File: config.mk
export PLATFORM = sky130hd
export DESIGN_NAME = reg_file
export DESIGN_NICKNAME = d
export VERILOG_FILES = /design/src/source/rv_pkg.sv /design/src/source/reg_file.sv
export SDC_FILE = /design/constraint.sdc
export NUM_CORES = 2
export LEC_CHECK = 0
export BUFFER_PORTS_ARGS = -buffer_cell sky130_fd_sc_hd__buf_2
export CAP_MARGIN = 20
export CORE_MARGIN = 4
export CORE_UTILIZATION = 25
export DETAILED_ROUTE_END_ITERATION = 10
export SETUP_SLACK_MARGIN = 0.05
export SLEW_MARGIN = 25
export SYNTH_ARGS = -nofsm -noshare
export SYNTH_HDL_FRONTEND = slang
export SYNTH_SLANG_ARGS = --single-unit
File: constraint.sdc
create_clock -name clk -period 2.4 [get_ports clk]
set_input_delay 0.36 -clock clk [delete_from_list [all_inputs] [get_ports clk]]
set_output_delay 0.36 -clock clk [all_outputs]
set_load 0.005 [all_outputs]
File: src/source/rv_pkg.sv
package rv_pkg;

    localparam int xlen            = 32;
    localparam int dmem_words_dflt = 64;

    typedef logic [xlen-1:0] word_t;
    typedef logic [4:0]      reg_addr_t;

    localparam logic [6:0] opc_op     = 7'b0110011;
    localparam logic [6:0] opc_op_imm = 7'b0010011;
    localparam logic [6:0] opc_lui    = 7'b0110111;
    localparam logic [6:0] opc_auipc  = 7'b0010111;
    localparam logic [6:0] opc_load   = 7'b0000011;
    localparam logic [6:0] opc_store  = 7'b0100011;

    typedef struct packed {
        logic [6:0] funct7;
        reg_addr_t  rs2;
        reg_addr_t  rs1;
        logic [2:0] funct3;
        reg_addr_t  rd;
        logic [6:0] opcode;
    } r_view_t;

    typedef struct packed {
        logic [6:0] imm_hi;
        reg_addr_t  rs2;
        reg_addr_t  rs1;
        logic [2:0] funct3;
        logic [4:0] imm_lo;
        logic [6:0] opcode;
    } s_view_t;

    typedef struct packed {
        logic [19:0] imm;
        reg_addr_t   rd;
        logic [6:0]  opcode;
    } u_view_t;

    typedef union packed {
        r_view_t r;
        s_view_t s;
        u_view_t u;
    } inst_u;

    typedef enum logic [1:0] {op1_rs1, op1_pc, op1_zero} op1_sel_e;
    typedef enum logic [1:0] {op2_rs2, op2_imi, op2_ims, op2_imu} op2_sel_e;
    typedef enum logic [2:0] {alu_add, alu_sub, alu_and, alu_or, alu_xor} alu_op_e;

    typedef struct packed {
        op1_sel_e  op1_sel;
        op2_sel_e  op2_sel;
        alu_op_e   alu_op;
        reg_addr_t rd;
        logic      reg_write;
        logic      mem_read;
        logic      mem_write;
    } ctrl_t;

    typedef enum logic [1:0] {fw_sel_exe, fw_sel_mem, fw_sel_wbk} fw_sel_e;

endpackage

File: src/source/reg_file.sv
`timescale 1ns/10ps

module reg_file import rv_pkg::*; (
    input  logic      clk,
    input  logic      rst_n,
    input  reg_addr_t rs1_addr,
    input  reg_addr_t rs2_addr,
    output word_t     rs1_data,
    output word_t     rs2_data,
    input  logic      we,
    input  reg_addr_t wa,
    input  word_t     wd
);

    word_t regs [1:31];

    always_ff @(posedge clk or negedge rst_n) begin
        if (!rst_n) begin
            for (int i = 1; i < 32; i++) begin
                regs[i] <= '0;
            end
        end else if (we && wa != '0) begin
            regs[wa] <= wd;
        end
    end

    assign rs1_data = (rs1_addr == '0) ? '0 : regs[rs1_addr];   // x0 is hardwired.
    assign rs2_data = (rs2_addr == '0) ? '0 : regs[rs2_addr];

endmodule

==> results.md <==
- Share of cells above drive strength 1: 56.7%
- Die area: 221000 um^2
- Top Family by Delay on Critical Path: multiplexers
- Netlist cell types: 46
- Syn Nets: 3662
- Slowest stage delay, CP: 0.53 ns
- Per-cell routed wire length: 27.3 um
- First-pass GRT wire length: 268 mm
- Maximum VDD drop: 0.000598 V
- Crit path cell chain: mux4_2, mux2i_1, o22a_1, o211ai_1, buf_4, buf_6
- WL final: 184 mm
- Post-synth EDFFs: 0
- # DRC: 0
- Mapped cell area: 53500 um^2
- Max-capacitance violation count: 0
- Violated checks: negative setup slack
- Sequential area share after synthesis: 46.4%
- Htree depth: 3
- Req. time, crit path: 2.04 ns
- DRT Pass-1 Iters: 5
- Synth warn: 0
- Area growth from synthesis to layout: 21.7%
- Slew at the pin closest to its max-slew limit: 0.706 ns
- Main flop type after synthesis: dfrtp_1
- Worst setup SP type: register
- GRT Residual Overflow: 0
- Cts bufs inserted: 103
- Vias: 35600
- CTS tree: done
- Rows: 169
- Pre-CTS setup slack: -0.386 ns
- Worst Hold Class: input port to register
- Max-slew violations: 0
- I/O Pins: 114
- GPL Wtd Cong: 0.816
- Root buffer selected by CTS: clkbuf_16
- Fin crit share: 119%
- Crit. End Element: output port
- GRT Total Usage: 16.3%
- Count of antenna-violating nets left after detailed routing: 0
- DP HPWL: 119 mm
- Port bufs: 113
- Syn Area/Cell: 14.8 um^2
- WP buf/inv: 2
- Fmax: 350 MHz
- Leak pwr: 0.0280 uW
- Vias in the first global route: 37100
- Worst setup margin: -0.458 ns
- Core Area: 213000 um^2
- Die height: 471 um
- Outcome: complete, but fails checks
- Commonest cells after routing, fill and taps aside: mux2_2 (1049), dfrtp_1 (992), mux4_2 (377), buf_4 (260), mux2i_1 (258)
- Max FFs per register: 992
- WS Path Type: register to output port
- Final Power: 51100 uW
- Initial antenna violation count: 23
- RSZ-0062 raised after global routing: yes
- Slew HR: 52.9%
- Post-synthesis register bit count: 992
- Largest net degree at the start of global routing: 124
- Post-Syn Instances: 3612
- Starting DRT DRC Count: 3117
- Largest reg by FF count: regs
- Tmin final: 2.86 ns
- Clock Latency Late Sink: 0.72 ns
- Clock Skews: 0 ns
- Starting Density: 25.2%
- Commonest non-fill, non-tap cell in the layout: mux2_2
- Clk buf depth: 3
- Worst-path fanout max: 2
- Critical Path AT: 2.50 ns
- Slowest cell on the critical path: mux4_2
- Final nets: 3902
- Final Hold Vio Count: 0
- Ys async rst share: 100%
- Clock-pin slew on the worst setup and hold paths: 0.07 ns
- Power Dens Cells: 784 nW/um^2
- Final core utilization: 30.6%
- Clock sink total: 992
- Routed vias/inst: 5.27
- Setup violators final: 64
- Die width: 471 um
- Biggest regs: regs x992
[worst paths after layout]
path                       cells past startpoint     endpoint  slack [ns]  startpoint
min in group asynchronous                      3    regs[828]        0.43       rst_n
hold reg to reg                                1    regs[778]        0.51   regs[778]
setup / recovery                               6  rs1_data[0]       -0.46   regs[128]
hold / removal                                 3    regs[905]        0.15       wa[1]
max in group asynchronous                      3    regs[106]        1.26       rst_n
setup reg to reg                               3    regs[128]        1.41   regs[128]
[power breakdown]
part	internal, uW	total [uW]	leakage (uW)	switching [uW]
logic	6900	11400	0.0135	4500
registers	20000	22500	0.0127	2470
clock network	10100	17200	0.00176	7130
[per-layer routing]
| layer | wire (um) | vias up | global-route usage, % |
|---|---|---|---|
| met5 | 22 | - | 0 |
| met3 | 11800 | 383 | 3.43 |
| li1 | - | 14500 | - |
| met1 | 79400 | 19400 | 22.0 |
| met4 | 7350 | 4 | 5.94 |
| met2 | 85900 | 1329 | 25.8 |
[worst register-to-register path, stage by stage (launching register included)]
cell,delay (ns)
dfrtp_1,0.39
buf_6,0.12
buf_4,0.12
mux2_2,0.25
[stage by stage]
step / hold slack, ns / cell area [um^2] / TNS [ns] / cells
floorplan: 0.0644 / 53500 / 0 / 3612
global route: 0.148 / 65100 / -21.60 / 6762
global placement: 0.486 / 60400 / -12.06 / 6516
detailed placement: 0.494 / 60400 / -11.97 / 6516
CTS: 0.109 / 64800 / -19.20 / 6748
finish: 0.155 / 65100 / -15.36 / 6763
[cell type report]
class / count / area (um^2)
clock buffer: 155 / 3130
antenna: 4 / 10.0
clock inverter: 36 / 460
inverter: 9 / 33.8
fill: 21000 / 147000
tap: 2821 / 3530
sequential: 992 / 24800
timing repair buffer: 527 / 5770
multi-input combinational: 2219 / 27300
[synthesized netlist by cell type (2+ instances only)]
cell type	instances	area, um^2
mux2_2	1050	11800
dfrtp_1	992	24800
mux4_2	377	8490
mux2i_1	267	2670
buf_2	162	811
clkbuf_1	161	604
a22oi_1	102	766
nor2b_1	44	275
a221oi_1	43	377
buf_4	38	285
nor2_1	33	124
nor3_1	32	160
o211ai_1	32	240
and3_1	29	181
o31a_1	28	245
nand2_1	21	78.8
mux2_1	19	214
o22ai_1	18	113
a221o_1	17	170
buf_1	16	60.1
nand3_1	16	80.1
o22a_1	16	140
buf_6	14	158
a2111oi_0	10	87.6
nand2b_1	9	56.3
o21a_1	8	60.1
o21ai_0	8	40.0
o32ai_1	8	70.1
inv_1	7	26.3
or3_1	7	43.8
a211oi_1	4	30.0
a22o_1	4	35.0
and2_1	3	18.8
a31oi_1	2	12.5
and2b_1	2	15.0
nand4b_1	2	17.5
or2_2	2	12.5
[logic make-up after synthesis]
family	count (synthesis)	synth area share, %
buffers and inverters	401	3.66
flip-flops	992	46.4
multiplexers	1713	43.4
AO/OA/AOI/OAI	303	4.51
AND/OR/NAND/NOR	203	2.05
[what timing repair did]
action	CTS	global route
setup buffers	44	10
hold buffers	1	0
hold endpoints to repair	425	0
gates resized for setup	81	34
endpoints found under the setup margin	64	64
gates cloned	2	1
pin swaps	45	22
(Power assumes the default switching activity.)
