$ cat config.mk
export PLATFORM = sky130hd
export DESIGN_NAME = inst_decoder
export DESIGN_NICKNAME = d
export VERILOG_FILES = /design/src/source/rv_pkg.sv /design/src/source/inst_decoder.sv
export SDC_FILE = /design/constraint.sdc
export NUM_CORES = 1
export LEC_CHECK = 0
export ABC_CLOCK_PERIOD_IN_PS = 3300
export BUFFER_PORTS_ARGS = -buffer_cell sky130_fd_sc_hd__buf_2
export CORE_ASPECT_RATIO = 1.5
export CORE_UTILIZATION = 45
export CTS_BUF_LIST = sky130_fd_sc_hd__clkbuf_4
export DETAILED_ROUTE_END_ITERATION = 8
export GPL_ROUTABILITY_DRIVEN = 0
export GPL_TIMING_DRIVEN = 0
export HOLD_SLACK_MARGIN = 0.15
export PLACE_DENSITY = 0.81
export SKIP_LAST_GASP = 1
export SLEW_MARGIN = 20
export SYNTH_ARGS = -nofsm -noshare
export SYNTH_HDL_FRONTEND = slang
export SYNTH_SLANG_ARGS = --single-unit
$ cat constraint.sdc
create_clock -name clk -period 3.3 [get_ports clk]
set_input_delay 0.825 -clock clk [delete_from_list [all_inputs] [get_ports clk]]
set_output_delay 0.825 -clock clk [all_outputs]
set_load 0.005 [all_outputs]
$ cat src/source/rv_pkg.sv
package rv_pkg;

    localparam int xlen            = 32;
    localparam int dmem_words_dflt = 64;

    typedef logic [xlen-1:0] word_t;
    typedef logic [4:0]      reg_addr_t;

    localparam logic [6:0] opc_op     = 7'b0110011;
    localparam logic [6:0] opc_op_imm = 7'b0010011;
    localparam logic [6:0] opc_lui    = 7'b0110111;
    localparam logic [6:0] opc_auipc  = 7'b0010111;
    localparam logic [6:0] opc_load   = 7'b0000011;
    localparam logic [6:0] opc_store  = 7'b0100011;

    typedef struct packed {
        logic [6:0] funct7;
        reg_addr_t  rs2;
        reg_addr_t  rs1;
        logic [2:0] funct3;
        reg_addr_t  rd;
        logic [6:0] opcode;
    } r_view_t;

    typedef struct packed {
        logic [6:0] imm_hi;
        reg_addr_t  rs2;
        reg_addr_t  rs1;
        logic [2:0] funct3;
        logic [4:0] imm_lo;
        logic [6:0] opcode;
    } s_view_t;

    typedef struct packed {
        logic [19:0] imm;
        reg_addr_t   rd;
        logic [6:0]  opcode;
    } u_view_t;

    typedef union packed {
        r_view_t r;
        s_view_t s;
        u_view_t u;
    } inst_u;

    typedef enum logic [1:0] {op1_rs1, op1_pc, op1_zero} op1_sel_e;
    typedef enum logic [1:0] {op2_rs2, op2_imi, op2_ims, op2_imu} op2_sel_e;
    typedef enum logic [2:0] {alu_add, alu_sub, alu_and, alu_or, alu_xor} alu_op_e;

    typedef struct packed {
        op1_sel_e  op1_sel;
        op2_sel_e  op2_sel;
        alu_op_e   alu_op;
        reg_addr_t rd;
        logic      reg_write;
        logic      mem_read;
        logic      mem_write;
    } ctrl_t;

    typedef enum logic [1:0] {fw_sel_exe, fw_sel_mem, fw_sel_wbk} fw_sel_e;

endpackage

$ cat src/source/inst_decoder.sv
`timescale 1ns/10ps

module inst_decoder import rv_pkg::*; (
    input  logic      clk,
    input  logic      rst_n,
    input  logic      inst_req,
    output logic      inst_ack,
    input  inst_u     inst,
    input  word_t     pc,
    input  logic      stall,
    output logic      valid,
    output word_t     pc_q,
    output reg_addr_t rs1_addr,
    output reg_addr_t rs2_addr,
    output ctrl_t     ctrl,
    output word_t     imm_i,
    output word_t     imm_s,
    output word_t     imm_u
);

    inst_u inst_q;
    logic  take;

    assign take = inst_req && !inst_ack && (!valid || !stall);   // Slot empty or leaving now.

    always_ff @(posedge clk or negedge rst_n) begin
        if (!rst_n) begin
            valid    <= 1'b0;
            inst_ack <= 1'b0;
            inst_q   <= '0;
        end else if (take) begin
            valid    <= 1'b1;
            inst_ack <= 1'b1;
            inst_q   <= inst;
        end else begin
            if (valid && !stall) begin
                valid <= 1'b0;
            end
            if (inst_ack && !inst_req) begin
                inst_ack <= 1'b0;   // Return to zero after the source drops req.
            end
        end
    end

    always_ff @(posedge clk) begin
        if (take) begin
            pc_q <= pc;
        end
    end

    assign rs1_addr = inst_q.r.rs1;
    assign rs2_addr = inst_q.r.rs2;
    assign imm_i    = {{20{inst_q.r.funct7[6]}}, inst_q.r.funct7, inst_q.r.rs2};
    assign imm_s    = {{20{inst_q.s.imm_hi[6]}}, inst_q.s.imm_hi, inst_q.s.imm_lo};
    assign imm_u    = {inst_q.u.imm, 12'h000};

    always_comb begin
        logic    f3_ok;
        alu_op_e alu;
        f3_ok = 1'b1;
        case (inst_q.r.funct3)
            3'b000:  alu = (inst_q.r.opcode == opc_op && inst_q.r.funct7[5]) ? alu_sub : alu_add;
            3'b100:  alu = alu_xor;
            3'b110:  alu = alu_or;
            3'b111:  alu = alu_and;
            default: begin
                alu   = alu_add;
                f3_ok = 1'b0;
            end
        endcase
        ctrl         = '0;   // Anything unknown retires as a no-op.
        ctrl.op1_sel = op1_zero;
        ctrl.op2_sel = op2_imi;
        ctrl.alu_op  = alu_add;
        case (inst_q.r.opcode)
            opc_op: begin
                ctrl.op1_sel   = op1_rs1;
                ctrl.op2_sel   = op2_rs2;
                ctrl.alu_op    = alu;
                ctrl.reg_write = f3_ok;
            end
            opc_op_imm: begin
                ctrl.op1_sel   = op1_rs1;
                ctrl.alu_op    = alu;
                ctrl.reg_write = f3_ok;
            end
            opc_lui: begin
                ctrl.op2_sel   = op2_imu;
                ctrl.reg_write = 1'b1;
            end
            opc_auipc: begin
                ctrl.op1_sel   = op1_pc;
                ctrl.op2_sel   = op2_imu;
                ctrl.reg_write = 1'b1;
            end
            opc_load: begin
                ctrl.op1_sel   = op1_rs1;
                ctrl.reg_write = (inst_q.r.funct3 == 3'b010);
                ctrl.mem_read  = (inst_q.r.funct3 == 3'b010);
            end
            opc_store: begin
                ctrl.op1_sel   = op1_rs1;
                ctrl.op2_sel   = op2_ims;
                ctrl.mem_write = (inst_q.s.funct3 == 3'b010);
            end
            default: ;
        endcase
        ctrl.rd = ctrl.reg_write ? inst_q.r.rd : '0;
    end

endmodule

==> flow_summary_export.csv <==
group,metric,value,unit
yosys,post-synth-top-count-cell,"buf_4",
floorplan,ioPinCount,223,
floorplan,die_x,73.66,um
floorplan,dieArea,8064,um^2
clock_tree,cts_hold_buffers,0,
yosys,synth-compound-area-share,2.202,%
clock_tree,post-cts-setup-buffers,0,
layout,drive_gt1_share,76.61,%
detailed_routing,vias_per_cell,4.235,
place,dp_hpwl,6.495,mm
sta,slew_violations,0,
yosys,yosys.area.top_type,"edfxtp_1",
clock_tree,clkSinkCount,66,
global_route,grt_first_pass_wirelength,11.14,mm
global_route,overflow,0,
critical_path,critical_path_class,"reg -> out",
clock_tree,cts_buffers,9,
sta,worst_slack,746.6,ps
critical_path,max_stage_delay,420,ps
sta,tns,0,ps
global_route,grt_max_degree,45,
detailed_routing,wire_per_inst,13.44,um
sta,hold_viol,0,
sta,fmax,391.6,MHz
critical_path,cp_num_buf_inv,1,
clock_tree,path_clk_slew,120,ps
sta,rsz0062_at_grt,"no",
clock_tree,ctsResizeCount,0,
flow_run,maxCapViolations,0,
yosys,synth.area.top_cells,"edfxtp_1 28%, dfrtp_1 25%, buf_4 23%",
floorplan,dieHeight,109.5,um
place,dpl.cell_count,580,
yosys,yosys.area.top_type_share,27.73,%
critical_path,end_kind,"primary output",
clock_tree,insertion_delay,400,ps
layout,fin_nets,559,
global_route,antenna_found_initial,0,
yosys,yosysWarnings,0,
clock_tree,h-tree-depth,3,
place,place_ws,712.6,ps
yosys,syn_area,3466,um^2
yosys,synthAdderAreaFrac,0,%
pwr,peakVddDrop,274.9,uV
detailed_routing,route.detailed.drc,0,
critical_path,crit_cells,4,
place,io_buffers,210,
yosys,synth_top_family_by_area,"buffers and inverters",
yosys,synth.distinct_cells,32,
sta,timing.slew.headroom,49.27,%
yosys,synth_simple_gate_area_share,7.148,%
critical_path,crit_chain,"and4bb_4, nand2_4, nor4b_2, buf_2",
yosys,synthMuxAreaShare,13.54,%
critical_path,r2r.worst_path.cells,3,
floorplan,initial_utilization,47.33,%
layout,stdcell_count,596,
yosys,synth-xor-area-share,0,%
layout,syn_to_final_growth,40.04,%
place,placed_area,4683,um^2
pwr,leakagePower,2.593,nW
yosys,yosys-top-cells-count,"106 x buf_4, 34 x dfrtp_1, 32 x edfxtp_1",
min_path,hold_path.class,"in -> async",
yosys,async_flop_share,51.52,%
yosys,seq_area_frac_synth,52.27,%
floorplan,fp.coreArea,7322,um^2
critical_path,cp.arrival,1730,ps
detailed_routing,drt_wl_total,8.008,mm
yosys,synth-edff-count,32,
detailed_routing,ant_nets,0,
global_route,track_usage,18.98,%
pwr,p_per_area,548.7,nW/um^2
detailed_routing,dr.first_iter.drc_count,93,
layout,fillCellCount,587,
global_route,grt_pass1_vias,2253,
critical_path,critPathSlowestCell,"dfrtp_1",
sta,worst_slew_pin_slew,760.9,ps
layout,antenna_cells,0,
clock_tree,cts_tree,"done",
layout,seqCellArea,1813,um^2
sta,skew,16.87,ps
critical_path,cp_top_family,"simple AND/OR/NAND/NOR gates",
yosys,synth_seq_cells,66,
yosys,avgSynthCellArea,13.38,um^2
run_status,status,"complete, no violations",
detailed_routing,first_pass_iters,4,
sta,final-setup-viol-count,0,
critical_path,cp.required,2470,ps
layout,fin_area,4853,um^2
detailed_routing,vias,2524,
critical_path,start_kind,"register",
sta,min_period_over_period,77.38,%
clock_tree,clock_path_buffers,2,
layout,multi_input_area,838.3,um^2
sta,fin_crit,2553,ps
yosys,synthFlopType,"dfrtp_1",
yosys,syn_inst,259,
floorplan,rows,38,
critical_path,cp_max_fo,5,
clock_tree,root_buffer,"clkbuf_4",
[per-stage QoR]
stage	total power (W)	hold WS [ps]	util (%)
2_1_floorplan	0.001694	491.9	-
3_3_place_gp	0.002044	478.5	63.96
3_5_place_dp	0.002081	493.6	63.96
4_1_cts	0.002702	465.6	66.27
5_1_grt	0.002812	499.8	66.29
6_report	0.002663	475.7	66.29
[power breakdown]
group / internal, W / switching, W
Combinational: 0.000634 / 0.000303
Sequential: 0.000971 / 0.000136
Clock: 0.000313 / 0.000305
Total: 0.00192 / 0.000744
[layout make-up]
cell class	count	area share, %
clock buffers	9	1.392
repair buffers	210	21.66
multi-input cells	90	17.27
well taps	100	2.578
plain buffers	111	17.43
inverters	3	0.2320
flip-flops and latches	66	37.36
clock inverters	7	2.088
[flip-flops by register name, indices dropped and copies added (netlist names)]
name      cells
valid         1
pc_q         32
inst_q       32
inst_ack      1
[routing by layer]
layer | part of all wire [%] | wire (um) | global-route usage [%]
met1 | 34 | 2750 | 19.10
met2 | 56 | 4501 | 35.85
met3 | 7.2 | 573 | 4.033
met4 | 2.3 | 182 | 9.478
met5 | 0 | 0 | 0
[cell families (layout without fill, tap and decap cells)]
logic type / count (synthesis) / after routing
other: 1 / 12
buffers and inverters: 114 / 340
AOI/OAI and AO/OA: 12 / 12
muxes: 32 / 32
and+or+nand+nor: 34 / 34
DFF: 66 / 66
[final timing paths]
check                           slack (ps)       from          to
worst min register to register         530   inst_ack       valid
worst max-delay path                   750  inst_q[3]    ctrl[10]
worst min-delay path                   480      rst_n  inst_q[28]
max in group asynchronous             2280      rst_n  inst_q[31]
min in group clk                       530   inst_ack       valid
worst max register to register        1620   inst_ack    pc_q[17]
[cells in the final DEF (no fill, tap or decap), types with 2 or more instances in the layout]
| cell | n |
|---|---|
| a21oi_1 | 2 |
| buf_2 | 211 |
| buf_4 | 106 |
| buf_6 | 4 |
| bufinv_16 | 2 |
| clkbuf_4 | 9 |
| clkinvlp_4 | 2 |
| conb_1 | 12 |
| dfrtp_1 | 33 |
| edfxtp_1 | 32 |
| inv_1 | 2 |
| inv_6 | 2 |
| mux2_2 | 3 |
| mux2_4 | 29 |
| nand2_1 | 8 |
| nand4_1 | 5 |
| nor2_1 | 7 |
| o21ai_0 | 2 |
| o21ai_1 | 5 |
(Power assumes the default switching activity.)
