--- src/source/rv_pkg.sv ---
package rv_pkg;

    localparam int xlen            = 32;
    localparam int dmem_words_dflt = 64;

    typedef logic [xlen-1:0] word_t;
    typedef logic [4:0]      reg_addr_t;

    localparam logic [6:0] opc_op     = 7'b0110011;
    localparam logic [6:0] opc_op_imm = 7'b0010011;
    localparam logic [6:0] opc_lui    = 7'b0110111;
    localparam logic [6:0] opc_auipc  = 7'b0010111;
    localparam logic [6:0] opc_load   = 7'b0000011;
    localparam logic [6:0] opc_store  = 7'b0100011;

    typedef struct packed {
        logic [6:0] funct7;
        reg_addr_t  rs2;
        reg_addr_t  rs1;
        logic [2:0] funct3;
        reg_addr_t  rd;
        logic [6:0] opcode;
    } r_view_t;

    typedef struct packed {
        logic [6:0] imm_hi;
        reg_addr_t  rs2;
        reg_addr_t  rs1;
        logic [2:0] funct3;
        logic [4:0] imm_lo;
        logic [6:0] opcode;
    } s_view_t;

    typedef struct packed {
        logic [19:0] imm;
        reg_addr_t   rd;
        logic [6:0]  opcode;
    } u_view_t;

    typedef union packed {
        r_view_t r;
        s_view_t s;
        u_view_t u;
    } inst_u;

    typedef enum logic [1:0] {op1_rs1, op1_pc, op1_zero} op1_sel_e;
    typedef enum logic [1:0] {op2_rs2, op2_imi, op2_ims, op2_imu} op2_sel_e;
    typedef enum logic [2:0] {alu_add, alu_sub, alu_and, alu_or, alu_xor} alu_op_e;

    typedef struct packed {
        op1_sel_e  op1_sel;
        op2_sel_e  op2_sel;
        alu_op_e   alu_op;
        reg_addr_t rd;
        logic      reg_write;
        logic      mem_read;
        logic      mem_write;
    } ctrl_t;

    typedef enum logic [1:0] {fw_sel_exe, fw_sel_mem, fw_sel_wbk} fw_sel_e;

endpackage

--- src/source/fw_bus_if.sv ---
`timescale 1ns/10ps

interface fw_bus_if import rv_pkg::*; ();

    logic      valid;
    reg_addr_t addr;
    word_t     wdata;
    logic      fwdable;   // Low while a load result is still in flight.

    modport producer (
        output valid, addr, wdata, fwdable
    );

    modport consumer (
        input valid, addr, wdata, fwdable
    );

endinterface

--- src/source/mem_stage.sv ---
`timescale 1ns/10ps

module mem_stage import rv_pkg::*; #(
    parameter int dmem_words = dmem_words_dflt
) (
    input  logic       clk,
    input  logic       rst_n,
    input  logic       exe_valid,
    input  ctrl_t      exe_ctrl,
    input  word_t      exe_alu_result,
    input  word_t      exe_store_data,
    input  word_t      exe_pc,
    fw_bus_if.producer fw_mem,
    fw_bus_if.producer fw_wbk,
    output logic       we,
    output reg_addr_t  wa,
    output word_t      wd,
    output logic       retire_valid,
    output word_t      retire_pc,
    output reg_addr_t  retire_rd,
    output word_t      retire_data
);

    localparam int dmem_aw = $clog2(dmem_words);

    word_t              ram [dmem_words];
    logic               mem_valid;
    ctrl_t              mem_ctrl;
    word_t              mem_result;
    word_t              mem_store_data;
    word_t              mem_pc;
    logic [dmem_aw-1:0] ram_addr;
    logic               wbk_valid;
    ctrl_t              wbk_ctrl;
    word_t              wbk_data;
    word_t              wbk_pc;

    assign ram_addr = mem_result[dmem_aw+1:2];   // Word addressed.

    always_ff @(posedge clk or negedge rst_n) begin
        if (!rst_n) begin
            mem_valid <= 1'b0;
            mem_ctrl  <= '0;
            wbk_valid <= 1'b0;
            wbk_ctrl  <= '0;
            for (int i = 0; i < dmem_words; i++) begin
                ram[i] <= '0;
            end
        end else begin
            mem_valid <= exe_valid;
            mem_ctrl  <= exe_ctrl;
            wbk_valid <= mem_valid;
            wbk_ctrl  <= mem_ctrl;
            if (mem_valid && mem_ctrl.mem_write) begin
                ram[ram_addr] <= mem_store_data;
            end
        end
    end

    always_ff @(posedge clk) begin
        mem_result     <= exe_alu_result;
        mem_store_data <= exe_store_data;
        mem_pc         <= exe_pc;
        wbk_data       <= mem_ctrl.mem_read ? ram[ram_addr] : mem_result;
        wbk_pc         <= mem_pc;
    end

    assign fw_mem.valid   = mem_valid && mem_ctrl.reg_write && mem_ctrl.rd != '0;
    assign fw_mem.addr    = mem_ctrl.rd;
    assign fw_mem.wdata   = mem_result;
    assign fw_mem.fwdable = !mem_ctrl.mem_read;   // RAM data lands next edge.

    assign we = wbk_valid && wbk_ctrl.reg_write;
    assign wa = wbk_ctrl.rd;
    assign wd = wbk_data;

    assign fw_wbk.valid   = we && wbk_ctrl.rd != '0;
    assign fw_wbk.addr    = wbk_ctrl.rd;
    assign fw_wbk.wdata   = wbk_data;
    assign fw_wbk.fwdable = 1'b1;

    assign retire_valid = wbk_valid;
    assign retire_pc    = wbk_pc;
    assign retire_rd    = wbk_ctrl.rd;
    assign retire_data  = fw_wbk.valid ? wbk_data : '0;   // Stores and x0 report zero.

endmodule

--- src/flat_wrapper.sv ---
// flat-port wrapper written by rule: the top's interface ports become plain ports
module mem_stage_flat import rv_pkg::*;
#(
    parameter int dmem_words = dmem_words_dflt
)
  (clk, rst_n, exe_valid, exe_ctrl, exe_alu_result, exe_store_data, exe_pc, we, wa, wd, retire_valid, retire_pc, retire_rd, retire_data, fw_mem_valid, fw_mem_addr, fw_mem_wdata, fw_mem_fwdable, fw_wbk_valid, fw_wbk_addr, fw_wbk_wdata, fw_wbk_fwdable);
  fw_bus_if fw_mem_i ();
  fw_bus_if fw_wbk_i ();
  input  logic clk;
  input  logic rst_n;
  input  logic exe_valid;
  input  ctrl_t exe_ctrl;
  input  word_t exe_alu_result;
  input  word_t exe_store_data;
  input  word_t exe_pc;
  output logic we;
  output reg_addr_t wa;
  output word_t wd;
  output logic retire_valid;
  output word_t retire_pc;
  output reg_addr_t retire_rd;
  output word_t retire_data;
  output wire logic [$bits(fw_mem_i.valid)-1:0] fw_mem_valid;
  output wire logic [$bits(fw_mem_i.addr)-1:0] fw_mem_addr;
  output wire logic [$bits(fw_mem_i.wdata)-1:0] fw_mem_wdata;
  output wire logic [$bits(fw_mem_i.fwdable)-1:0] fw_mem_fwdable;
  output wire logic [$bits(fw_wbk_i.valid)-1:0] fw_wbk_valid;
  output wire logic [$bits(fw_wbk_i.addr)-1:0] fw_wbk_addr;
  output wire logic [$bits(fw_wbk_i.wdata)-1:0] fw_wbk_wdata;
  output wire logic [$bits(fw_wbk_i.fwdable)-1:0] fw_wbk_fwdable;
  assign fw_mem_valid = fw_mem_i.valid;
  assign fw_mem_addr = fw_mem_i.addr;
  assign fw_mem_wdata = fw_mem_i.wdata;
  assign fw_mem_fwdable = fw_mem_i.fwdable;
  assign fw_wbk_valid = fw_wbk_i.valid;
  assign fw_wbk_addr = fw_wbk_i.addr;
  assign fw_wbk_wdata = fw_wbk_i.wdata;
  assign fw_wbk_fwdable = fw_wbk_i.fwdable;
  mem_stage #(.dmem_words(dmem_words)) u_core (.clk(clk), .rst_n(rst_n), .exe_valid(exe_valid), .exe_ctrl(exe_ctrl), .exe_alu_result(exe_alu_result), .exe_store_data(exe_store_data), .exe_pc(exe_pc), .fw_mem(fw_mem_i), .fw_wbk(fw_wbk_i), .we(we), .wa(wa), .wd(wd), .retire_valid(retire_valid), .retire_pc(retire_pc), .retire_rd(retire_rd), .retire_data(retire_data));
endmodule
--- config.mk ---
export PLATFORM = sky130hd
export DESIGN_NAME = mem_stage_flat
export DESIGN_NICKNAME = d
export VERILOG_FILES = /design/src/source/rv_pkg.sv /design/src/source/fw_bus_if.sv /design/src/source/mem_stage.sv /design/src/flat_wrapper.sv
export SDC_FILE = /design/constraint.sdc
export NUM_CORES = 2
export LEC_CHECK = 0
export BUFFER_PORTS_ARGS = -buffer_cell sky130_fd_sc_hd__buf_2
export CORE_MARGIN = 2
export CORE_UTILIZATION = 35
export CTS_CLUSTER_SIZE = 14
export DETAILED_ROUTE_END_ITERATION = 12
export GPL_ROUTABILITY_DRIVEN = 0
export PLACE_DENSITY_LB_ADDON = 0.12
export SLEW_MARGIN = 20
export SYNTH_ARGS = -nofsm -noshare
export SYNTH_HDL_FRONTEND = slang
export SYNTH_SLANG_ARGS = --single-unit
--- constraint.sdc ---
create_clock -name clk -period 2.6 [get_ports clk]
set_input_delay 0 -clock clk [delete_from_list [all_inputs] [get_ports clk]]
set_output_delay 0 -clock clk [all_outputs]
set_load 0.03 [all_outputs]
==> results.md <==
* Most common cell in the netlist: mux2_2
* Vias at 66,600
* CTS tree: done
* Std cell rows at 194
* Netlist cell types at 73
* Ys async rst share at 92.8%
* Leakage Power at 57.7 nW
* Fin. max-slew vios at 0
* Worst-skew pair later-pin latency at 0.94 ns
* Starting density of the core at 35.1%
* Clock Skew at 0.0637 ns
* Total die area at 0.285 mm²
* Initial antenna violation count at 15
* Number of enable flip-flop cells after synthesis at 0
* Measured slew at the worst slew-check pin at between 0.9 and 1 ns
* Syn Std Cell Area at just under 0.1 mm²
* Relative slew margins at 39.5%
* I/O pin cnt at 300
* Synth area leaders: dfrtp_1 53%, mux2_2 24%, mux4_2 3.9%
* Avg Cell Area, Syn at 14.3 µm²
* CP Launch Type: flip-flop
* Wirelength per Cell at between 30 and 40 µm
* F_max at 375 MHz
* Sequential share of power at 44.7%
* DR vias/cell at 5.69
* GRT Util Overall at 28.3%
* Post-synthesis sequential area ratio at 55.9%
* Remaining DRCs at 0
* Failing checks: setup timing
* Post-place instance area at around 0.11 mm²
* Post-route cell area at 0.124 mm²
* Share of cells above drive strength 1 at 51.9%
* Nets at 7,895
* Final Hold Fails at 0
* Yosys warnings at 0
* CTS Buf Count at 265
* Status: finished, violations left
* DP HPWL at 260 mm
* Switching portion of total power at 25.8%
* Pwr dens at 699 mW/mm²
* DRT Wirelength at 411 mm
* Switching power of the nets at 0.0225 W
* Vias in the first global route at 68,400
* CTS clk-pin slew, worst paths at 0.06 ns
* Max cap viols at 0
* Drt initial violations at 5,645
* Layout Area Growth over Synthesis at 26.9%
* Largest net degree at the start of global routing at 99
* Die Wd at 533 µm
* Slowest stage delay, CP at 0.39 ns
* Final worst path period share at 102%
* Internal at between 0.06 and 0.07 W
* Total gr overflow at 0
* CTS Buffer Depth at 4
* CP max-delay cell: o32a_1
* Worst path cell trace: buf_12 > buf_12 > and2b_4 > buf_12 > a221oi_4 > o22ai_1 > a22oi_1 > o2111ai_2 > o32a_1
* Clock tree root buffer cell: clkbuf_16
* RSZ-0062 raised after global routing: yes
* Worst Setup End Kind: flip-flop
* CORE AREA at 0.279 mm²
* Final worst setup slack at -0.0640 ns
* Critical path peak fanout at 16
* Top cells by count, synth: 2,088 x mux2_2, 2,064 x dfrtp_1, 317 x buf_2, 272 x clkbuf_1, 231 x a221oi_1
* Final min period at about 2.7 ns
* Synth top area share at about 53%
* Combinational share of power at between 10% and 20%
* Max VDD drop at 0.481 mV
* Crit path DAT at 3.45 ns
* H-tree depth at 5
* Post-synthesis cell count at around 6,900
* FF+latch count, synth at about 2,200
* Finish-stage setup viols at 42
* Post-Syn Nets at 6,978
* Leading register cell type out of synthesis: dfrtp_1
* Post-route ant nets at 0
* Final core utilization at 44.6%
* CP Data Required Time at 3.39 ns
* Place WS at -0.286 ns
* Clock Power Share at between 40% and 50%
* Worst setup path class: reg2reg
* Largest area contributor in the netlist: dfrtp_1
* Top cell by count, worst path: buf_12
* Worst hold slack at approximately 0.076 ns
* First-pass GRT wire length at roughly 570 mm
* IO Port Bufs at approximately 290
* First-pass iteration count of the detailed router at 5
* Sink Count at 2,224
* HP Class: in2async
* DIE HEIGHT at 533 µm
-- critical path, delay by kind of cell, from the launching register on --
family          cells  cell delay (ns)
simple gates        1             0.31
buf+inv             3             0.54
compound gates      5             1.27
flops               1             0.36
-- timing repair --
action / 4_1_cts / 5_1_grt
setup endpoints to repair: 457 / 108
hold buffers: 212 / 0
endpoints found under the hold margin: 2128 / 0
resized for setup: 130 / 148
pin swaps: 40 / 53
gates cloned: 11 / 6
setup buffers: 60 / 38
-- layout by cell type, fill, tap and decap left out, types with 124 or more instances in the layout --
master / instances
a221oi_1: 180
a22oi_1: 126
buf_12: 314
buf_2: 263
buf_4: 543
clkbuf_16: 280
dfrtp_1: 2063
dfxtp_1: 124
dlygate4sd3_1: 211
mux2_1: 137
mux2_2: 2086
mux2i_1: 201
mux4_2: 169
nor2_1: 128
-- routing by layer --
| layer | GRT usage, % | vias up | part of all wire (%) |
|---|---|---|---|
| met5 | 0 | - | 0.0093 |
| met2 | 44.9 | 2306 | 46 |
| li1 | - | 27200 | - |
| met4 | 10.8 | 6 | 4.4 |
| met1 | 39.1 | 36400 | 44 |
| met3 | 4.33 | 671 | 5.8 |
-- metrics by stage --
stage | cells | power [W] | TNS, ns
global placement | 10900 | 0.0484 | -10.91
global route | 11700 | 0.0901 | -2.63
finish | 11700 | 0.0871 | -0.918
floorplan | 6864 | 0.0443 | 0
detailed placement | 10900 | 0.0487 | -8.31
CTS | 11700 | 0.0876 | -2.68
-- worst paths after layout --
check | startpoint | endpoint | slack, ns | depth (start not counted)
worst max-delay path | u_core.fw_mem.wdata[2] | u_core.fw_wbk.wdata[1] | -0.06 | 9
worst min-delay path | rst_n | u_core.ram[1069] | 0.08 | 3
worst max register to register | u_core.fw_mem.wdata[2] | u_core.fw_wbk.wdata[1] | -0.06 | 9
worst min register to register | u_core.mem_pc[4] | u_core.retire_pc[4] | 0.32 | 0
max in group asynchronous | rst_n | u_core.ram[713] | 1.77 | 4
min in group clk | exe_store_data[20] | u_core.mem_store_data[20] | 0.25 | 3
-- cell type report --
class,count,area (µm²)
multi-input cells,3878,40700
flip-flops and latches,2224,54900
clock inverters,72,911
inverters,4,40.0
repair buffers,1408,15200
diodes,3,7.51
clock buffers,403,7980
well taps,3724,4660
fillers,25200,155000
-- power groups by stage --
| stage | Clock [W] | Sequential (W) | Combinational [W] |
|---|---|---|---|
| 6_report | 0.0382 | 0.0389 | 0.00987 |
| 5_1_grt | 0.0404 | 0.0392 | 0.0104 |
| 4_1_cts | 0.0390 | 0.0389 | 0.00969 |
| 3_5_place_dp | 0 | 0.0395 | 0.00915 |
| 3_3_place_gp | 0 | 0.0394 | 0.00902 |
| 2_1_floorplan | 0 | 0.0390 | 0.00524 |
-- registers in the layout (all words and copies together) (netlist names), 5 cells and up --
signal,flops
u_core.fw_mem.addr,5
u_core.fw_mem.wdata,32
u_core.fw_wbk.addr,5
u_core.fw_wbk.wdata,32
u_core.mem_pc,32
u_core.mem_store_data,32
u_core.ram,2048
u_core.retire_pc,32
-- kinds of logic after synthesis --
| group | count (synthesis) | share of synthesized area, % |
|---|---|---|
| buffers and inverters | 762 | 3.92 |
| AND/OR/NAND/NOR | 414 | 1.91 |
| other | 1 | 0.00382 |
| multiplexers | 2612 | 31.7 |
| flip-flops | 2224 | 55.9 |
| AO/OA/AOI/OAI | 851 | 6.59 |
Note: power is estimated with default switching activity, not from simulation.
