$ cat src/source/rv_pkg.sv
package rv_pkg;

    localparam int xlen            = 32;
    localparam int dmem_words_dflt = 64;

    typedef logic [xlen-1:0] word_t;
    typedef logic [4:0]      reg_addr_t;

    localparam logic [6:0] opc_op     = 7'b0110011;
    localparam logic [6:0] opc_op_imm = 7'b0010011;
    localparam logic [6:0] opc_lui    = 7'b0110111;
    localparam logic [6:0] opc_auipc  = 7'b0010111;
    localparam logic [6:0] opc_load   = 7'b0000011;
    localparam logic [6:0] opc_store  = 7'b0100011;

    typedef struct packed {
        logic [6:0] funct7;
        reg_addr_t  rs2;
        reg_addr_t  rs1;
        logic [2:0] funct3;
        reg_addr_t  rd;
        logic [6:0] opcode;
    } r_view_t;

    typedef struct packed {
        logic [6:0] imm_hi;
        reg_addr_t  rs2;
        reg_addr_t  rs1;
        logic [2:0] funct3;
        logic [4:0] imm_lo;
        logic [6:0] opcode;
    } s_view_t;

    typedef struct packed {
        logic [19:0] imm;
        reg_addr_t   rd;
        logic [6:0]  opcode;
    } u_view_t;

    typedef union packed {
        r_view_t r;
        s_view_t s;
        u_view_t u;
    } inst_u;

    typedef enum logic [1:0] {op1_rs1, op1_pc, op1_zero} op1_sel_e;
    typedef enum logic [1:0] {op2_rs2, op2_imi, op2_ims, op2_imu} op2_sel_e;
    typedef enum logic [2:0] {alu_add, alu_sub, alu_and, alu_or, alu_xor} alu_op_e;

    typedef struct packed {
        op1_sel_e  op1_sel;
        op2_sel_e  op2_sel;
        alu_op_e   alu_op;
        reg_addr_t rd;
        logic      reg_write;
        logic      mem_read;
        logic      mem_write;
    } ctrl_t;

    typedef enum logic [1:0] {fw_sel_exe, fw_sel_mem, fw_sel_wbk} fw_sel_e;

endpackage

$ cat src/source/fw_bus_if.sv
`timescale 1ns/10ps

interface fw_bus_if import rv_pkg::*; ();

    logic      valid;
    reg_addr_t addr;
    word_t     wdata;
    logic      fwdable;   // Low while a load result is still in flight.

    modport producer (
        output valid, addr, wdata, fwdable
    );

    modport consumer (
        input valid, addr, wdata, fwdable
    );

endinterface

$ cat src/source/exec_stage.sv
`timescale 1ns/10ps

module exec_stage import rv_pkg::*; (
    input  logic       clk,
    input  logic       rst_n,
    input  logic       valid,
    input  logic       stall,
    input  ctrl_t      ctrl,
    input  word_t      pc,
    input  word_t      op1,
    input  word_t      op2,
    input  word_t      rs2,
    fw_bus_if.producer fw_exe,
    output logic       exe_valid,
    output ctrl_t      exe_ctrl,
    output word_t      exe_alu_result,
    output word_t      exe_store_data,
    output word_t      exe_pc
);

    word_t op1_q;
    word_t op2_q;

    always_ff @(posedge clk or negedge rst_n) begin
        if (!rst_n) begin
            exe_valid <= 1'b0;
            exe_ctrl  <= '0;
        end else begin
            exe_valid <= valid && !stall;   // Bubble while the hazard holds.
            exe_ctrl  <= ctrl;
        end
    end

    always_ff @(posedge clk) begin
        op1_q          <= op1;
        op2_q          <= op2;
        exe_store_data <= rs2;
        exe_pc         <= pc;
    end

    always_comb begin
        case (exe_ctrl.alu_op)
            alu_sub: exe_alu_result = op1_q - op2_q;
            alu_and: exe_alu_result = op1_q & op2_q;
            alu_or:  exe_alu_result = op1_q | op2_q;
            alu_xor: exe_alu_result = op1_q ^ op2_q;
            default: exe_alu_result = op1_q + op2_q;
        endcase
    end

    assign fw_exe.valid   = exe_valid && exe_ctrl.reg_write && exe_ctrl.rd != '0;
    assign fw_exe.addr    = exe_ctrl.rd;
    assign fw_exe.wdata   = exe_alu_result;
    assign fw_exe.fwdable = !exe_ctrl.mem_read;   // Load address, not data.

endmodule

$ cat src/flat_wrapper.sv
// flat-port wrapper written by rule: the top's interface ports become plain ports
module exec_stage_flat import rv_pkg::*;
  (clk, rst_n, valid, stall, ctrl, pc, op1, op2, rs2, exe_valid, exe_ctrl, exe_alu_result, exe_store_data, exe_pc, fw_exe_valid, fw_exe_addr, fw_exe_wdata, fw_exe_fwdable);
  fw_bus_if fw_exe_i ();
  input  logic clk;
  input  logic rst_n;
  input  logic valid;
  input  logic stall;
  input  ctrl_t ctrl;
  input  word_t pc;
  input  word_t op1;
  input  word_t op2;
  input  word_t rs2;
  output logic exe_valid;
  output ctrl_t exe_ctrl;
  output word_t exe_alu_result;
  output word_t exe_store_data;
  output word_t exe_pc;
  output wire logic [$bits(fw_exe_i.valid)-1:0] fw_exe_valid;
  output wire logic [$bits(fw_exe_i.addr)-1:0] fw_exe_addr;
  output wire logic [$bits(fw_exe_i.wdata)-1:0] fw_exe_wdata;
  output wire logic [$bits(fw_exe_i.fwdable)-1:0] fw_exe_fwdable;
  assign fw_exe_valid = fw_exe_i.valid;
  assign fw_exe_addr = fw_exe_i.addr;
  assign fw_exe_wdata = fw_exe_i.wdata;
  assign fw_exe_fwdable = fw_exe_i.fwdable;
  exec_stage u_core (.clk(clk), .rst_n(rst_n), .valid(valid), .stall(stall), .ctrl(ctrl), .pc(pc), .op1(op1), .op2(op2), .rs2(rs2), .fw_exe(fw_exe_i), .exe_valid(exe_valid), .exe_ctrl(exe_ctrl), .exe_alu_result(exe_alu_result), .exe_store_data(exe_store_data), .exe_pc(exe_pc));
endmodule
$ cat config.mk
export PLATFORM = sky130hd
export DESIGN_NAME = exec_stage_flat
export DESIGN_NICKNAME = d
export VERILOG_FILES = /design/src/source/rv_pkg.sv /design/src/source/fw_bus_if.sv /design/src/source/exec_stage.sv /design/src/flat_wrapper.sv
export SDC_FILE = /design/constraint.sdc
export NUM_CORES = 1
export LEC_CHECK = 0
export BUFFER_PORTS_ARGS = -buffer_cell sky130_fd_sc_hd__buf_2
export CAP_MARGIN = 10
export CORE_ASPECT_RATIO = 0.8
export CORE_MARGIN = 10
export CORE_UTILIZATION = 49
export DETAILED_ROUTE_END_ITERATION = 10
export GPL_TIMING_DRIVEN = 1
export PLACE_DENSITY = 0.9
export RECOVER_POWER = 25
export REMOVE_ABC_BUFFERS = 1
export SLEW_MARGIN = 15
export SYNTH_ARGS = -nofsm -noshare
export SYNTH_HDL_FRONTEND = slang
export SYNTH_SLANG_ARGS = --single-unit
$ cat constraint.sdc
create_clock -name clk -period 5.5 [get_ports clk]
set_input_delay 0.55 -clock clk [delete_from_list [all_inputs] [get_ports clk]]
set_output_delay 0.55 -clock clk [all_outputs]
set_load 0.005 [all_outputs]
==> flow_summary.ini, run 1 <==
[run_status]
outcome = completed

[worst_hold_path]
hold_class = in2async

[logic_synthesis]
ys_seq_elements = 144
synth_cells = 779
synth_area_um2 = 7350
yosysWarnings = 0
synth.area.top_cells = dfxtp_1 (35%), ha_1 (16%), xnor2_1 (5.6%)
yosysMostFrequentCell = dfxtp_1
synth_area_leader_cell = dfxtp_1
ys.flop_type = dfxtp_1
synth_top_area_share_pct = 34.9
yosysSeqAreaShare_pct = 40.3
synth.distinct_cells = 59
async_flop_share_pct = 11.1
avgSynthCellArea_um2 = 9.43
synth_edf_count = 0
netlist_top_cells_count = dfxtp_1 (128), ha_1 (96), a21oi_1 (76), inv_1 (74), nor2_1 (53)

[floorplan]
die_area_um2 = 20300
start_util_pct = 50.7
rows = 39
die_h_um = 130
coreArea_um2 = 14500
die_w_um = 157
io_pins = 298

[clock_tree]
cts_sinks = 144
cts_inserted_buffers = 17
clockBufferDepth = 2
cts_tree = built
clk_pin_slew_ns = 0.08
root_buffer = clkbuf_16
htreeDepth = 4

[setup_path]
path_cells = nor4_2, nand3_1, nor4_4, nor2_1, xnor2_1, ha_1, a21oi_1, o21ai_0, a31o_2, a211o_1, o21ai_1, o21ai_0, xnor2_1, o21ai_0, buf_2
critical_path.top_delay_family = compound AO/OA/AOI/OAI gates
start_kind = flop
crit_fanout = 7
cp.buffers_inverters = 1
crit_arrival_ns = 4.52
cpMostUsedCell = o21ai_0
cp-end-kind = output port
cp_slowest_cell = nor4_2
max_stage_delay_ns = 0.45
crit_type = reg2out
crit_required_ns = 4.95

[power_and_ir_drop]
ir_drop_uv = 389
p_seq_share_pct = 37.6
comb_power_share_pct = 24.0
switchingPower_uw = 994
clkPwrFrac_pct = 38.4
cellPowerDensity_nw_per_um2 = 324
p_leak_nw = 4.76
swShare_pct = 32.7
p_int_mw = 2.04

[route]
via_count = 6755
firstDrtPassIters = 5
routed_via_density = 5.44
drc = 0
drt_iter0_markers = 480
wl_um = 25800
wire_per_inst_um = 20.8
postRouteAntennaNets = 0

[grt]
grt_pass1_wl_um = 38800
grt_max_degree = 35
grt_use_total_pct = 24.6
overflow = 0
grt_antenna_before_repair = 6
grt_pass1_vias = 7073

[timing]
setup_viol = 0
min_period_ns = 5.07
whs_ns = 0.0273
maxSlewViolCount = 0
slew_headroom_pct = 22.6
max_freq_ghz = 0.197
fin_crit_sh_pct = 92.2
worst_pin_slew_ns = 1.16
hold_violations = 0

[placed_design]
place_area_um2 = 8730
dpl.hpwl_um = 19900
dp_cells = 1203
gp_congestion = 0.949
io_buffer_count = 297

[cells_and_area]
final_area_um2 = 9370
multiInputGateArea_um2 = 3750
nets = 1282
syn2layout_area_growth_pct = 27.5
drive_above_1_share_pct = 33.4
fin_cells = 1241
final_util_pct = 64.6
seq_area_um2 = 2960
fillers = 1115

[run]
cap_violations = 0
-- cell type report --
class                           count  area share [%]
Antenna cell                        6           0.160
Clock buffer                       17            4.54
Clock inverter                     15            1.95
Inverter                           74            2.97
Multi-Input combinational cell    499            40.0
Sequential cell                   144            31.6
Tap cell                          184            2.46
Timing Repair Buffer              302            16.3
-- cells by family after synthesis --
family,after synthesis,share of synthesized area (%)
xor+xnor,58,6.92
flops,144,40.3
mux,5,0.681
fa+ha+maj,97,16.6
buf+inv,136,8.84
simple gates,138,8.93
compound gates,201,17.7
-- registers in the layout (all words and copies together), names as in the netlist --
signal and cells:
u_core.fw_exe.addr 5, u_core.exe_ctrl 10, u_core.op2_q 32, u_core.exe_store_data 32
u_core.exe_pc 32, u_core.op1_q 32, u_core.exe_valid 1
-- worst paths after layout --
kind | from | endpoint | slack (ns) | depth (start not counted)
setup / recovery | u_core.op2_q[4] | fw_exe_wdata[27] | 0.43 | 15
hold / removal | rst_n | u_core.fw_exe.addr[3] | 0.03 | 1
max in group asynchronous | rst_n | u_core.exe_ctrl[8] | 5.17 | 1
min in group clk | pc[3] | u_core.exe_pc[3] | 0.21 | 1
-- metrics by stage --
step	TNS (ns)	setup WS [ns]	power (mW)
5_1_grt	-0.0227	-0.0133	3.18
6_report	0	0.430	3.04
3_5_place_dp	0	0.837	1.88
3_3_place_gp	0	0.909	1.86
4_1_cts	0	0.332	3.05
2_1_floorplan	-1.19	-0.132	1.56
-- cell usage in the layout, fill, tap and decap left out, types with 4 or more instances in the layout --
cell       count
xnor2_1       47
diode_2        6
nor2_1        53
o22ai_1       14
a21o_1        19
nand4_1        7
a21oi_1       76
buf_4          5
ha_1          96
dfxtp_1      128
clkbuf_16     17
a211oi_1      16
clkinv_8       5
a31oi_1        9
o21ai_1        9
nand2_1       30
nand2b_1       4
xor2_1        11
o21ai_0       24
or3_1          5
inv_6          4
dfrtp_1       15
mux2i_1        5
nor3_1         5
inv_1         74
nand3_1       10
and3_1         7
buf_2        297
-- repair_timing --
item | in CTS | in global routing
endpoints found under the setup margin | 0 | 4
setup buffers | 0 | 0
gates resized for setup | 0 | 1
hold buffers | 0 | 0
-- metal layers --
| layer | up-vias | global-route usage [%] | routed length [µm] |
|---|---|---|---|
| met4 | 0 | 10.9 | 837 |
| met3 | 49 | 9.99 | 2890 |
| li1 | 3172 | - | - |
| met2 | 344 | 44.9 | 13300 |
| met5 | - | 0 | 0 |
| met1 | 3190 | 24.3 | 8740 |
-- power groups by stage --
stage          combinational, mW  sequential (mW)  clock, mW
2_1_floorplan              0.394             1.16          0
3_3_place_gp               0.701             1.16          0
3_5_place_dp               0.714             1.16          0
4_1_cts                    0.729             1.14       1.18
5_1_grt                    0.809             1.15       1.22
6_report                   0.728             1.14       1.17
No activity file was read; power rests on OpenSTA's default activity.
==> run 2: changes to the inputs <==
Settings changed: BUFFER_PORTS_ARGS -buffer_cell sky130_fd_sc_hd__buf_2 to -buffer_cell sky130_fd_sc_hd__buf_4.
==> run 2 against run 1 <==
Worst hold slack better by 0.20 ns. Worst setup slack better by 0.0052 ns. Via count fell by 1.4%. Routed wire length is 4.4% higher. Critical path depth grew 1. Utilization rose by 4.9 points. First-iteration DRC count down 24%.
==> flow_summary.ini, run 2 (synthesis gave the netlist of run 1 again) <==
[run_status]
outcome = completed

[worst_hold_path]
hold_class = in2reg
hp-start = op2[13]

[clock_tree]
cts_sinks = 144
cts_setup_buffers = 0
clk_pin_slew_ns = 0.07
root_buffer = clkbuf_16
htreeDepth = 4
cts_tree = built
cts_inserted_buffers = 17
clockBufferDepth = 2

[setup_path]
startpoint = u_core.op2_q[4]
start_kind = flop
crit_type = reg2out
crit_required_ns = 4.95
crit_fanout = 5
cp-end-kind = output port
worstSetupEndpoint = exe_alu_result[29]
crit_arrival_ns = 4.51

[timing]
max_freq_ghz = 0.197
min_period_ns = 5.06
setup_ws_ns = 0.436
fin_crit_sh_pct = 92.1
maxSlewViolCount = 0
worst_pin_slew_ns = 1.09
setup_viol = 0
hold_violations = 0
slew_headroom_pct = 27.0
rsz0062_at_grt = no

[cells_and_area]
nets = 1282
final_cell_mix = buf_4 (224), dfxtp_1 (128), ha_1 (96)
final_util_pct = 69.6
drive_above_1_share_pct = 33.3
syn2layout_area_growth_pct = 37.3
fillers = 1046
layout_commonest_cell = buf_4

[route]
via_count = 6660
drc = 0
wl_um = 26900
routed_via_density = 5.39
drt_iter0_markers = 365
wire_per_inst_um = 21.8
postRouteAntennaNets = 0
firstDrtPassIters = 5

[floorplan]
io_pins = 298
start_util_pct = 50.7
die_area_um2 = 20300
coreArea_um2 = 14500
die_h_um = 130
die_w_um = 157
rows = 39

[grt]
grt_pass1_vias = 6927
grt_max_degree = 63
grt_use_total_pct = 25.6
grt_pass1_wl_um = 40000
overflow = 0
grt_antenna_before_repair = 1

[placed_design]
post-place-ws_ns = 0.800
gp_congestion = 0.968
io_buffer_count = 297
dpl.hpwl_um = 20400

[power_and_ir_drop]
p_leak_nw = 5.00
ir_drop_uv = 267
cellPowerDensity_nw_per_um2 = 312

[run]
cap_violations = 0
[run 2: area by class of cell]
class | count | area, µm² | share of cell area [%]
Multi-Input combinational cell | 499 | 3750 | 37.2
Inverter | 74 | 278 | 2.75
Clock inverter | 15 | 166 | 1.65
Clock buffer | 17 | 425 | 4.22
Antenna cell | 1 | 2.50 | 0.0248
Timing Repair Buffer | 302 | 2270 | 22.5
Sequential cell | 144 | 2960 | 29.4
Tap cell | 184 | 230 | 2.28
[run 2: how the worst min path moves through the flow]
| stage | endpoint | depth (start not counted) | slack, ns |
|---|---|---|---|
| CTS | u_core.exe_store_data[20] | 1 | 0.20 |
| detailed placement | u_core.exe_valid | 1 | 0.42 |
| global route | u_core.op1_q[19] | 1 | 0.22 |
| global placement | u_core.exe_valid | 1 | 0.42 |
| finish | u_core.op2_q[13] | 1 | 0.23 |
| floorplan | u_core.exe_ctrl[0] | 0 | 0.25 |
[run 2: metal layers]
metal,vias up,wire (µm),track usage [%]
li1,3155,-,-
met1,3208,9540,25.6
met2,263,14100,47.7
met3,34,2750,11.0
met4,0,601,6.98
met5,-,0,0
[run 2: critical path: stages, from the launching register on]
cell and delay [ns]:
dfxtp_1 0.36, nor4_2 0.42, nand3_1 0.25, nor4_4 0.39, nand2_1 0.20, nand2_1 0.12, xnor2_1 0.12, ha_1 0.30
a21oi_1 0.24, o21ai_0 0.14, or2_0 0.23, o41a_1 0.37, a21o_1 0.24, nand3_1 0.12, mux2i_1 0.18, o311ai_0 0.19
buf_4 0.22
[run 2: report_power, final]
group / switching, mW / internal, mW
registers: 0.0432 / 1.10
clock network: 0.549 / 0.612
logic: 0.417 / 0.425
total: 1.01 / 2.14
[run 2: stage by stage]
step	instances	total power [mW]	hold slack, ns	TNS [ns]	area (µm²)
after floorplan	717	1.56	0.254	-1.19	6970
after global placement	1202	1.97	0.420	0	9470
after detailed placement	1202	1.99	0.421	0	9470
after CTS	1235	3.16	0.204	0	10100
after global routing	1236	3.28	0.219	0	10100
final	1236	3.15	0.225	0	10100
[run 2: timing repair]
| action | in CTS | in global routing |
|---|---|---|
| endpoints found under the hold margin | 16 | 0 |
| setup endpoints to repair | 0 | 2 |
| hold buffers | 1 | 0 |
| resized for setup | 0 | 1 |
